## src/hw/fmul_pkg.sv

```systemverilog
`default_nettype none

package fmul_pkg;

	typedef logic [31:0] float_t;
	typedef logic [23:0] man_t;
	typedef logic signed [9:0] exp_t;  // Room for the sum of two exponents plus carries

	typedef enum logic [2:0] {
		rne = 3'd0,
		rtz = 3'd1,
		rdn = 3'd2,
		rup = 3'd3,
		rmm = 3'd4
	} round_mode_t;

	typedef struct packed {
		man_t man;
		exp_t exp;
		logic sgn;
		logic zero;
		logic inf;
		logic snan;
		logic qnan;
	} operand_t;

	typedef struct packed {
		operand_t a;
		operand_t b;
		round_mode_t rm;
	} mul_req_t;

	typedef struct packed {
		man_t man;
		exp_t exp;
		logic sgn;
		logic round_bit;
		logic sticky_bit;
		logic skip_round;  // Special result, already exact
		logic iv;
		round_mode_t rm;
	} mul_res_t;

	localparam int float_bias = 127;
	localparam exp_t exp_max = 127;
	localparam exp_t exp_min = -126;
	localparam float_t qnan_value = 32'h7fc00000;

endpackage

`default_nettype wire
```

## src/hw/fmul_top.sv

```systemverilog
`timescale 1ns/1ps
`default_nettype none

module fmul_top import fmul_pkg::*; (
	input logic clk,
	input logic reset,

	input logic valid_in,
	output logic ready_out,
	input float_t a,
	input float_t b,
	input round_mode_t rm,

	output logic valid_out,
	input logic ready_in,
	output float_t y,
	output logic nv,
	output logic of,
	output logic uf,
	output logic nx
);

	logic unp_valid;
	logic unp_ready;
	mul_req_t req;
	logic mul_valid;
	logic mul_ready;
	mul_res_t res;

	float_unpack u_unpack (
		.clk(clk),
		.reset(reset),
		.valid_in(valid_in),
		.ready_out(ready_out),
		.a(a),
		.b(b),
		.rm(rm),
		.valid_out(unp_valid),
		.ready_in(unp_ready),
		.req(req)
	);

	float_multiplier u_mul (
		.clk(clk),
		.reset(reset),
		.valid_in(unp_valid),
		.ready_out(unp_ready),
		.req(req),
		.valid_out(mul_valid),
		.ready_in(mul_ready),
		.res(res)
	);

	float_round_pack u_round (
		.clk(clk),
		.reset(reset),
		.valid_in(mul_valid),
		.ready_out(mul_ready),
		.res(res),
		.valid_out(valid_out),
		.ready_in(ready_in),
		.y(y),
		.nv(nv),
		.of(of),
		.uf(uf),
		.nx(nx)
	);

endmodule

`default_nettype wire

```

## src/hw/float_round_pack.sv

```systemverilog
`timescale 1ns/1ps
`default_nettype none

module float_round_pack import fmul_pkg::*; (
	input logic clk,
	input logic reset,

	input logic valid_in,
	output logic ready_out,
	input mul_res_t res,

	output logic valid_out,
	input logic ready_in,
	output float_t y,
	output logic nv,
	output logic of,
	output logic uf,
	output logic nx
);

	logic inexact;
	logic inc;
	logic [24:0] man_sum;
	man_t man_rnd;
	exp_t exp_rnd;
	exp_t biased;
	logic to_max;
	float_t y_next;
	logic of_next;
	logic uf_next;
	logic nx_next;

	assign ready_out = !valid_out || ready_in;
	assign inexact = res.round_bit || res.sticky_bit;

	always_comb begin
		case (res.rm)
			rne: inc = res.round_bit && (res.sticky_bit || res.man[0]);
			rtz: inc = 1'b0;
			rdn: inc = inexact && res.sgn;
			rup: inc = inexact && !res.sgn;
			rmm: inc = res.round_bit;
			default: inc = 1'b0;
		endcase

		man_sum = {1'b0, res.man} + 25'(inc);
		if (man_sum[24]) begin
			man_rnd = man_sum[24:1];
			exp_rnd = res.exp + exp_t'(1);
		end else begin
			man_rnd = man_sum[23:0];
			exp_rnd = res.exp;
		end

		// Modes that never round away from zero stop at the largest finite value
		to_max = (res.rm == rtz) || (res.rm == rdn && !res.sgn) || (res.rm == rup && res.sgn);

		of_next = 1'b0;
		uf_next = 1'b0;
		nx_next = 1'b0;
		if (res.skip_round) begin
			biased = res.exp + exp_t'(float_bias);
			y_next = {res.sgn, biased[7:0], res.man[22:0]};
		end else if (exp_rnd > exp_max) begin
			biased = exp_rnd + exp_t'(float_bias);
			y_next = to_max ? {res.sgn, 8'hfe, 23'h7fffff} : {res.sgn, 8'hff, 23'h000000};
			of_next = 1'b1;
			nx_next = 1'b1;
		end else if (exp_rnd < exp_min) begin
			biased = exp_rnd + exp_t'(float_bias);
			y_next = {res.sgn, 31'd0};  // Flush to signed zero
			uf_next = 1'b1;
			nx_next = 1'b1;
		end else begin
			biased = exp_rnd + exp_t'(float_bias);
			y_next = {res.sgn, biased[7:0], man_rnd[22:0]};
			nx_next = inexact;
		end
	end

	always_ff @(posedge clk or posedge reset) begin
		if (reset) begin
			valid_out <= 1'b0;
			y <= 32'd0;
			nv <= 1'b0;
			of <= 1'b0;
			uf <= 1'b0;
			nx <= 1'b0;
		end else begin
			if (ready_out)
				valid_out <= valid_in;
			if (valid_in && ready_out) begin
				y <= y_next;
				nv <= res.iv;
				of <= of_next;
				uf <= uf_next;
				nx <= nx_next;
			end
		end
	end

endmodule

`default_nettype wire

```

## src/hw/float_multiplier.sv

```systemverilog
`timescale 1ns/1ps
`default_nettype none

module float_multiplier import fmul_pkg::*; (
	input logic clk,
	input logic reset,

	input logic valid_in,
	output logic ready_out,
	input mul_req_t req,

	output logic valid_out,
	input logic ready_in,
	output mul_res_t res
);

	typedef enum logic {
		idle,
		calc
	} state_t;

	state_t state;
	logic [1:0] count;
	man_t man_b;
	logic [47:0] prod;  // Upper half accumulates, lower half shifts out multiplier bits
	exp_t exp_r;
	logic sgn_r;
	logic skip_r;
	logic iv_r;
	round_mode_t rm_r;
	logic [29:0] acc;
	logic is_nan;
	logic is_inf;
	logic is_zero;

	assign ready_out = (state == idle) && (!valid_out || ready_in);

	assign is_nan = req.a.snan || req.b.snan || req.a.qnan || req.b.qnan ||
		(req.a.zero && req.b.inf) || (req.a.inf && req.b.zero);
	assign is_inf = req.a.inf || req.b.inf;
	assign is_zero = req.a.zero || req.b.zero;

	// Six partial products per cycle on top of the running sum
	always_comb begin
		acc = {6'd0, prod[47:24]};
		for (int i = 0; i < 6; i++) begin
			if (prod[i])
				acc = acc + ({6'd0, man_b} << i);
		end
	end

	always_ff @(posedge clk or posedge reset) begin
		if (reset) begin
			state <= idle;
			count <= 2'd0;
			valid_out <= 1'b0;
		end else if (valid_in && ready_out) begin
			count <= 2'd0;
			if (is_nan || is_inf || is_zero) begin
				valid_out <= 1'b1;  // Special cases finish at once
				state <= idle;
			end else begin
				valid_out <= 1'b0;
				state <= calc;
			end
		end else if (state == calc) begin
			count <= count + 2'd1;
			if (count == 2'd3) begin
				valid_out <= 1'b1;
				state <= idle;
			end
		end else if (valid_out && ready_in) begin
			valid_out <= 1'b0;
		end
	end

	always_ff @(posedge clk) begin
		if (valid_in && ready_out) begin
			man_b <= req.b.man;
			prod <= {24'd0, req.a.man};
			exp_r <= req.a.exp + req.b.exp;
			sgn_r <= req.a.sgn ^ req.b.sgn;
			skip_r <= 1'b0;
			iv_r <= 1'b0;
			rm_r <= req.rm;
			if (is_nan) begin
				prod <= {1'b1, qnan_value[22:0], 24'd0};
				exp_r <= exp_t'({2'b00, qnan_value[30:23]}) - exp_t'(float_bias);
				sgn_r <= qnan_value[31];
				skip_r <= 1'b1;
				iv_r <= !(req.a.qnan || req.b.qnan);
			end else if (is_inf) begin
				prod <= {1'b1, 47'd0};
				exp_r <= exp_max + exp_t'(1);
				skip_r <= 1'b1;
			end else if (is_zero) begin
				prod <= 48'd0;
				exp_r <= exp_min - exp_t'(1);  // Packs to a zero exponent field
				skip_r <= 1'b1;
			end
		end else if (state == calc) begin
			prod <= {acc, prod[23:6]};
		end
	end

	always_comb begin
		res.sgn = sgn_r;
		res.skip_round = skip_r;
		res.iv = iv_r;
		res.rm = rm_r;
		if (skip_r) begin
			res.man = prod[47:24];
			res.exp = exp_r;
			res.round_bit = 1'b0;
			res.sticky_bit = 1'b0;
		end else if (prod[47]) begin
			// Product in [2,4) so move the point one place
			res.man = prod[47:24];
			res.exp = exp_r + exp_t'(1);
			res.round_bit = prod[23];
			res.sticky_bit = |prod[22:0];
		end else begin
			res.man = prod[46:23];
			res.exp = exp_r;
			res.round_bit = prod[22];
			res.sticky_bit = |prod[21:0];
		end
	end

endmodule

`default_nettype wire

```

## src/hw/float_unpack.sv

```systemverilog
`timescale 1ns/1ps
`default_nettype none

module float_unpack import fmul_pkg::*; (
	input logic clk,
	input logic reset,

	input logic valid_in,
	output logic ready_out,
	input float_t a,
	input float_t b,
	input round_mode_t rm,

	output logic valid_out,
	input logic ready_in,
	output mul_req_t req
);

	function automatic operand_t unpack(input float_t f);
		operand_t op;
		logic [7:0] e;
		logic [22:0] frac;
		e = f[30:23];
		frac = f[22:0];
		op.sgn = f[31];
		op.exp = exp_t'({2'b00, e}) - exp_t'(float_bias);
		op.man = {e != 8'h00, frac};
		// Subnormals count as zero
		op.zero = e == 8'h00;
		op.inf = (e == 8'hff) && (frac == 23'd0);
		op.snan = (e == 8'hff) && (frac != 23'd0) && !frac[22];
		op.qnan = (e == 8'hff) && frac[22];
		return op;
	endfunction

	assign ready_out = !valid_out || ready_in;  // Empty, or drained this cycle

	always_ff @(posedge clk or posedge reset) begin
		if (reset) begin
			valid_out <= 1'b0;
		end else if (ready_out) begin
			valid_out <= valid_in;
		end
	end

	always_ff @(posedge clk) begin
		if (valid_in && ready_out) begin
			req.a <= unpack(a);
			req.b <= unpack(b);
			req.rm <= rm;
		end
	end

endmodule

`default_nettype wire

```

## config.mk

```make
export PLATFORM = sky130hd
export DESIGN_NAME = fmul_top
export DESIGN_NICKNAME = d
export VERILOG_FILES = /design/src/hw/fmul_pkg.sv /design/src/hw/fmul_top.sv /design/src/hw/float_round_pack.sv /design/src/hw/float_multiplier.sv /design/src/hw/float_unpack.sv
export SDC_FILE = /design/constraint.sdc
export NUM_CORES = 1
export LEC_CHECK = 0
export ABC_CLOCK_PERIOD_IN_PS = 13400
export BUFFER_PORTS_ARGS = -buffer_cell sky130_fd_sc_hd__buf_2
export CAP_MARGIN = 20
export CORE_ASPECT_RATIO = 0.9
export CORE_MARGIN = 1
export CORE_UTILIZATION = 60
export CTS_CLUSTER_DIAMETER = 200
export CTS_CLUSTER_SIZE = 30
export DETAILED_ROUTE_END_ITERATION = 8
export GPL_TIMING_DRIVEN = 0
export PLACE_DENSITY = 0.79
export SETUP_SLACK_MARGIN = 0.15
export SLEW_MARGIN = 20
export SYNTH_ARGS = -nofsm -noshare
export SYNTH_HDL_FRONTEND = slang
export SYNTH_SLANG_ARGS = --single-unit
```

## constraint.sdc

```tcl
create_clock -name clk -period 13.4 [get_ports clk]
set_input_delay 1.34 -clock clk [delete_from_list [all_inputs] [get_ports clk]]
set_output_delay 1.34 -clock clk [all_outputs]
set_load 0.05 [all_outputs]
```

Yosys cells after proc, flatten, opt, wreduce, memory -nomap -nowiden
Index checks and enable logic that the tools add are counted.

storage, ports and cells
  word-level logic and storage cells = 162
  flip-flop bits (word level) = 211
  input bits = 71

cells by class
  $lt $le $gt $ge = 2
  reduce and logical (&&, ||, !) cells = 59
  add/subtract/negate cells = 15
  equal/unequal tests = 8
  bitwise gates (word level) = 2
  mux-type cells = 43

operators by type and width
  cell                                               count
  two-way mux 48 bit                                 4
  two-way mux 30 bit                                 5
  two-way mux 31 bit                                 3
  two-way mux 34 bit                                 2
  two-way mux 24 bit                                 2
  zero test 23 bit                                   2
  nonzero test 23 bit                                2
  adder 30 x 25 -> 30 bit                            1
  adder 30 x 26 -> 30 bit                            1
  adder 30 x 27 -> 30 bit                            1
  adder 30 x 28 -> 30 bit                            1
  adder 30 x 29 -> 30 bit                            1
  adder 24 x 1 -> 25 bit                             1
  adder 24 x 24 -> 25 bit                            1
  two-way mux 25 bit                                 1
  two-way mux 23 bit                                 1
  OR reduction 23 bit                                1
  OR reduction 22 bit                                1
  adder 10 x 2 -> 10 bit (second input constant)     2
  two-way mux 10 bit                                 2
  logical AND 1 bit                                  19
  two-way mux 1 bit                                  18
  subtractor 8 x 7 -> 9 bit (second input constant)  2
  logical OR 1 bit                                   17
  other kinds (24)                                   38

Depth between registers and ports, before layout
Gate-level depths: netlist of run 1.

  depth after elaboration = 14
  mapped depth = 58
  depth with buffers taken out = 56

Hierarchy
A second synthesis of run 1 with hierarchy kept.

second synthesis, totals
  cell total of the unflattened synthesis = 2,211
  area, all modules = 19,590.0 um^2

by module, submodules not included
  module            area an instance (um^2)  sequential area each (um^2)  times used  cells each
  float_multiplier  13,382.8                 2,742.6                      1           1,635
  float_round_pack  3,283.1                  925.9                        1           416
  float_unpack      2,924.1                  2,397.3                      1           160

Least setup slack after synthesis of run 1
Ideal clock, no wire load.

  path kind = reg-to-reg
  from = register u_mul.prod[0]
  to = register u_mul.prod[47] (data pin)
  library setup time = 0.256 ns
  slack = 3.022 ns
  cell stages (with the launch flop) = 54
  arrival time = 10.122 ns
  data required time = 13.144 ns
  cells stage by stage = edfxtp_1 -> clkbuf_1 -> clkbuf_1 -> buf_1 -> clkbuf_1 -> nor2_1 -> a21oi_1 -> ha_1 -> inv_1 -> fa_1 -> nand2b_1 -> nand2b_1 -> a21oi_1 -> xnor2_1 -> mux2_2 -> ha_1 -> o21a_1 -> o31ai_1 -> [... 18 more ...] -> clkbuf_1 -> a2111o_1 -> or3_1 -> o21ai_0 -> a21oi_1 -> a21o_1 -> a21oi_1 -> xnor2_1 -> nand2_1 -> nand2_1 -> ha_1 -> nor2b_1 -> a311o_1 -> o31ai_1 -> o21ai_0 -> a31oi_1 -> o21bai_1 -> a41o_1

on the way
  word-level cells in the longest chain between the ends = 13

ends and longest elaborated chain
  item                     RTL line                 source
  start, declared          float_multiplier.sv:25   logic [47:0] prod;
  start signal, assigned   float_multiplier.sv:80   prod <= {24'd0, req.a.man};
  start signal, assigned   float_multiplier.sv:87   prod <= {1'b1, qnan_value[22:0], 24'd0};
  start signal, assigned   float_multiplier.sv:93   prod <= {1'b1, 47'd0};
  two-way mux 25 bit (*)   float_multiplier.sv:47   if (prod[i])
  adder 30 x 25 -> 30 bit  float_multiplier.sv:48   acc = acc + ({6'd0, man_b} << i);
  two-way mux 30 bit (*)   float_multiplier.sv:47
  adder 30 x 26 -> 30 bit  float_multiplier.sv:48
  two-way mux 30 bit (*)   float_multiplier.sv:47
  adder 30 x 27 -> 30 bit  float_multiplier.sv:48
  two-way mux 30 bit (*)   float_multiplier.sv:47
  adder 30 x 28 -> 30 bit  float_multiplier.sv:48
  two-way mux 30 bit (*)   float_multiplier.sv:47
  adder 30 x 29 -> 30 bit  float_multiplier.sv:48
  two-way mux 30 bit (*)   float_multiplier.sv:47
  two-way mux 48 bit (*)   float_multiplier.sv:101  end else if (state == calc) begin
  two-way mux 48 bit (*)   float_multiplier.sv:78   if (valid_in && ready_out) begin

Mark *: on every way between the ends. The rest lies on a longest branch, timed or not. The select of a mux whose other input is x is not followed.
A chain may end at the register's enable or synchronous reset.

Final worst setup path of run 1
  from = register u_mul.prod[0]
  to = register u_mul.prod[46] (data pin)

Same word-level chain as after synthesis.

==> impl_metrics.toml, run 1 <==
[place]
gp_congestion = 1.01
dp_hpwl_um = 50800
place_area_sq_um = 21100
io_buffers = 108

[die]
rows = 63
die_w_um = 194
io_pins = 109
initial_core_util = 0.608
core_area_sq_um = 32900
fp.dieH_um = 175
die_area_sq_um = 34100

[layout]
finalInstanceArea_sq_um = 21500
drive_gt1_frac = 0.102
nets = 2694
antenna_cells = 0
fillCellCount = 2794
area_delta_synth_final_pct = 7.34
multiInputGateArea_sq_um = 13200
final-seq-area_sq_um = 6070
utilization = 0.653

[sta]
fin_crit_sh = 0.930
worst_slew_pin_slew_ns = 0.965
setup_viol = 0
hold_viol_final = 0
drv_slew = 0
timing.hold.ws_ns = 0.428
max_freq_mhz = 80.2
finalCriticalPeriod_ns = 12.46
tns_ns = 0
slew_headroom = 0.352
rsz0062_at_grt = "false"
clock_skew_ns = 0.0467

[setup_path]
r2r_cells = 56
critPathKind = "reg2reg"
crit_path_max_fanout = 10
worstSetupEndpointType = "register"
worstPathRequired_ns = 13.69
startpoint_type = "register"
cp.arrival_ns = 12.76
slowest_stage = "a221oi_1"
crit_top_cell = "a21oi_1"
slowest_delay_ns = 0.52

[clock_network]
cts_root_buf = "clkbuf_16"
cts_buffers = 10
clk_pin_slew_worst_paths_ns = 0.12
cts_buffer_depth = 3
clock_latency_ns = 0.52
cts_max_level = 1
cts_hold_buf = 0
cts_tree = "done"
cts_sinks = 209

[synthesis]
yosysTopAreaCellShare = 0.251
synth_warnings = 0
synth_top_flop_cell = "edfxtp_1"
syn_area_per_cell_sq_um = 8.64
synth_area_sq_um = 20000
ys_ff_latch = 209
seq_area_frac_synth = 0.303
yosys.area.top_type = "edfxtp_1"
synth_nets = 2568
yosysUniqueCellTypes = 102
synth_common_cells = "nand2_1, ha_1, a21oi_1, edfxtp_1, o21ai_0"
synthTopCellsByArea = "edfxtp_1, ha_1, dfrtp_1"
synth.most_common_cell = "nand2_1"
syn_inst = 2313
synthArstFlopShare = 0.201
synth_edf_count = 167

[route]
wl_per_cell_um = 21.9
vias = 18900
ant_nets = 0
drt-pass1-iter-count = 6
drt_iter0_drc = 2131
avgViaCountPerCell = 6.59
drc_errors = 0
drt-total-wl_um = 62900

[global_route]
grt_max_degree = 64
groute.usage.overall = 0.362
antenna_found_initial = 0
grt_pass1_wl_um = 96000
overflow = 0
grt_pass1_vias = 17200

[worst_hold_path]
min_path_cells = 0
hp-class = "reg2reg"

[run]
maxCapViolations = 0

[status]
status = "finished clean"
## metrics by stage
| stage | std cells | setup WS [ns] |
|---|---|---|
| 6_report | 2865 | 0.937 |
| 4_1_cts | 2862 | 0.323 |
| 2_1_floorplan | 2313 | 3.02 |
| 5_1_grt | 2865 | 0.257 |
| 3_3_place_gp | 2843 | 0.659 |
| 3_5_place_dp | 2846 | 0.386 |
## per-layer routing
layer	share of wire	routed length [um]	vias to the layer above	track usage
met5	0	0	-	0
met2	0.43	27000	929	0.554
met1	0.44	27900	8968	0.535
met4	0.030	1880	0	0.103
li1	-	-	8866	-
met3	0.098	6150	122	0.0432
## critical path: cells and delay by family, from the launching register on
family                   cells  cell delay, ns
multiplexers                 1            0.31
XOR/XNOR                     5            0.83
AND/OR/NAND/NOR             16            2.38
adder cells (fa/ha/maj)      6            1.99
flip-flops                   1            0.50
AO/OA/AOI/OAI               20            4.26
buffers and inverters        8            1.97
## logic make-up (layout without fill, tap and decap cells)
logic type                 count (synthesis)  after routing  share of synthesized area
adders and majority gates                184            184                      0.118
buffers and inverters                    193            323                     0.0391
xor gates and xnor gates                 171            171                     0.0756
and+or+nand+nor                          795            795                      0.198
muxes                                     68             68                     0.0366
DFF                                      209            209                      0.303
AOI/OAI and AO/OA                        693            693                      0.229
## final timing paths
path                                   from               to  slack, ns
hold / removal             u_unpack.req[40]  u_mul.man_b[22]       0.43
setup / recovery              u_mul.prod[0]   u_mul.prod[46]       0.94
max in group asynchronous             reset      u_mul.state      12.09
hold reg to reg            u_unpack.req[40]  u_mul.man_b[22]       0.43
min in group asynchronous             reset    u_round.y[15]       0.82
setup reg to reg              u_mul.prod[0]   u_mul.prod[46]       0.94
## final cells by class
| type | instances | area share |
|---|---|---|
| clock buffer | 15 | 0.0125 |
| timing repair buffer | 114 | 0.0294 |
| inverter | 90 | 0.0157 |
| sequential | 209 | 0.283 |
| tap | 422 | 0.0246 |
| buffer | 103 | 0.0211 |
| multi-input combinational | 1911 | 0.613 |
| clock inverter | 1 | 0.000758 |
## timing repair
item / CTS / global route
gates resized for setup: 0 / 10
buffers inserted: 0 / 3
endpoints found under the setup margin: 0 / 7
## flip-flops by register name, indices dropped and copies added (netlist names)
name / cells
u_round.nx: 1
u_mul.exp_r: 10
u_round.y: 32
u_mul.count: 2
u_mul.man_b: 24
u_round.of: 1
u_mul.prod: 48
u_mul.rm_r: 3
u_unpack.req: 79
u_mul.skip_r: 1
u_round.valid_out: 1
u_unpack.valid_out: 1
u_mul.iv_r: 1
u_round.uf: 1
u_mul.valid_out: 1
u_mul.state: 1
u_round.nv: 1
u_mul.sgn_r: 1
## cells in the final DEF (no fill, tap or decap), drive strengths merged, types with 44 or more instances in the layout
master and instances:
a31oi 44, buf 137, a21oi 174, o21ai 168, nand3 71, nor3 50, a21o 71, clkbuf 95
edfxtp 167, nand2 280, ha 177, nor2 142, xnor2 116, xor2 54, inv 89
Power of run 1 is left out: the tool's default activity adds up to more than one toggle a clock period on the data nets, which glitch-free logic cannot reach.
==> run 2: changes to the inputs <==
--- a/config.mk
+++ b/config.mk
@@ -5,6 +5,7 @@
 export SDC_FILE = /design/constraint.sdc
 export NUM_CORES = 1
 export LEC_CHECK = 0
+export ABC_AREA = 1
 export ABC_CLOCK_PERIOD_IN_PS = 13400
 export BUFFER_PORTS_ARGS = -buffer_cell sky130_fd_sc_hd__buf_2
 export CAP_MARGIN = 20
@@ -15,7 +16,8 @@
 export CTS_CLUSTER_SIZE = 30
 export DETAILED_ROUTE_END_ITERATION = 8
 export GPL_TIMING_DRIVEN = 0
-export PLACE_DENSITY = 0.79
+export PLACE_DENSITY = 0.78
+export REMOVE_ABC_BUFFERS = 1
 export SETUP_SLACK_MARGIN = 0.15
 export SLEW_MARGIN = 20
 export SYNTH_ARGS = -nofsm -noshare
==> impl_metrics.toml, run 2 <==
[route]
drc_errors = 0
vias = 20500
drt-pass1-iter-count = 5
drt-total-wl_um = 60400
avgViaCountPerCell = 5.94
wl_per_cell_um = 17.5
drt_iter0_drc = 2222
ant_nets = 0

[sta]
clock_skew_ns = 0.0486
fin_crit_sh = 0.860
tns_ns = 0
drv_slew = 0
slew_headroom = 0.279
hold_viol_final = 0
finalCriticalPeriod_ns = 11.52
setup_viol = 0
max_freq_mhz = 86.8
worst_slew_pin_slew_ns = 1.07
rsz0062_at_grt = "false"

[setup_path]
reg2reg_from = "u_mul.man_b[1]"
worstPathRequired_ns = 13.64
rrSetupSlack_ns = 1.88
startpoint_type = "register"
slowest_stage = "edfxtp_1"
r2r_end = "u_mul.prod[46]"
critPathKind = "reg2reg"
crit_path_max_fanout = 8
slowest_delay_ns = 0.68
crit_top_cell = "a21oi_1"
cp.arrival_ns = 11.76
worstSetupEndpointType = "register"
r2r_cells = 54

[layout]
area_delta_synth_final_pct = 6.44
final_cell_mix = "nand2_1, inv_1, nand3_1"
reg.largest.list = "u_unpack.req x79, u_mul.prod x48, u_round.y x32"
largest_reg_flops = 79
fillCellCount = 3016
final_common_cell = "nand2_1"
regMostFlops = "u_unpack.req"
nets = 3241
multiInputGateArea_sq_um = 12800
final-seq-area_sq_um = 6070
drive_gt1_frac = 0.0729
antenna_cells = 0

[synthesis]
yosysUniqueCellTypes = 57
synthTopCellsByArea = "edfxtp_1, nand2_1, ha_1"
yosys.area.top_type = "edfxtp_1"
yosysTopAreaCellShare = 0.246
ys_ff_latch = 209
synth_edf_count = 167
seq_area_frac_synth = 0.298
synthArstFlopShare = 0.201
synth_warnings = 0
synth_area_sq_um = 20400
synth.most_common_cell = "nand2_1"
synth_common_cells = "nand2_1, inv_1, nand3_1, a21oi_1, nor2_1"
synth_top_flop_cell = "edfxtp_1"
syn_area_per_cell_sq_um = 6.98
syn_inst = 2918

[global_route]
antenna_found_initial = 0
grt_max_degree = 50
overflow = 0
groute.usage.overall = 0.347
grt_pass1_wl_um = 95000
grt_pass1_vias = 18500

[worst_hold_path]
min_path_cells = 0
hold_path.startpoint = "u_unpack.req[19]"
whs_endpoint = "u_mul.man_b[1]"
hp-class = "reg2reg"

[die]
die_w_um = 196
rows = 63
core_area_sq_um = 33200
io_pins = 109
fp.dieH_um = 177
die_area_sq_um = 34700
initial_core_util = 0.614

[clock_network]
cts_max_level = 1
clock_latency_ns = 0.52
cts_buffer_depth = 3
cts_tree = "done"
post-cts-setup-buffers = 0
cts_buffers = 10
cts_hold_buf = 0
cts_sinks = 209
post_cts_resized = 0
cts_root_buf = "clkbuf_16"
clk_pin_slew_worst_paths_ns = 0.11

[place]
dp_hpwl_um = 49000
io_buffers = 108
gp_congestion = 1.02

[run]
maxCapViolations = 0

[status]
status = "finished clean"
-- run 2: area by class of cell --
type,count,area share
clock buffers,15,0.0124
repair buffers,117,0.0344
flip-flops and latches,209,0.280
inverters,322,0.0559
multi-input cells,2326,0.591
well taps,455,0.0263
clock inverters,1,0.000750
-- run 2: metrics by stage --
| step | worst slack, ns | hold slack [ns] | instances | area [sq um] | util |
|---|---|---|---|---|---|
| finish | 1.88 | 0.426 | 3445 | 21700 | 0.653 |
| global route | 0.766 | 0.441 | 3445 | 21700 | 0.653 |
| CTS | 1.66 | 0.430 | 3444 | 21700 | 0.653 |
| detailed placement | 1.71 | 0.405 | 3428 | 21400 | 0.644 |
| global placement | 1.68 | 0.401 | 3420 | 21200 | 0.638 |
| floorplan | 4.35 | 0.400 | 2857 | 20100 | - |
-- run 2: per-layer routing --
metal	global-route usage	share of wire	vias up	wire length, um
met2	0.549	0.43	1047	26200
met1	0.508	0.44	9330	26600
li1	-	-	9977	-
met3	0.0288	0.099	118	5960
met4	0.0957	0.028	0	1700
met5	0	0	-	0
-- run 2: worst max-delay path: cells and delay by family, from the launching register on --
kind / cells / cell delay, ns
compound gates: 17 / 2.92
buf+inv: 4 / 0.65
fa+ha+maj: 6 / 2.30
flops: 1 / 0.68
xor+xnor: 4 / 0.79
simple gates: 23 / 3.88
-- run 2: cells by family after synthesis --
logic type,after synthesis,synth area share
DFF,209,0.298
buffers and inverters,383,0.0748
xor gates and xnor gates,106,0.0459
muxes,1,0.000491
AOI/OAI and AO/OA,534,0.148
adders and majority gates,184,0.116
and+or+nand+nor,1501,0.318
-- run 2: worst max-delay path by stage --
stage / from / to / slack (ns)
2_1_floorplan: u_mul.prod[0] / u_mul.prod[46] / 4.35
6_report: u_mul.man_b[1] / u_mul.prod[46] / 1.88
3_3_place_gp: u_mul.prod[0] / u_mul.prod[46] / 1.68
5_1_grt: u_mul.man_b[1] / u_mul.prod[46] / 0.77
4_1_cts: u_mul.prod[0] / u_mul.prod[46] / 1.66
3_5_place_dp: u_mul.prod[0] / u_mul.prod[46] / 1.71
Power of run 2 is left out for the same reason.
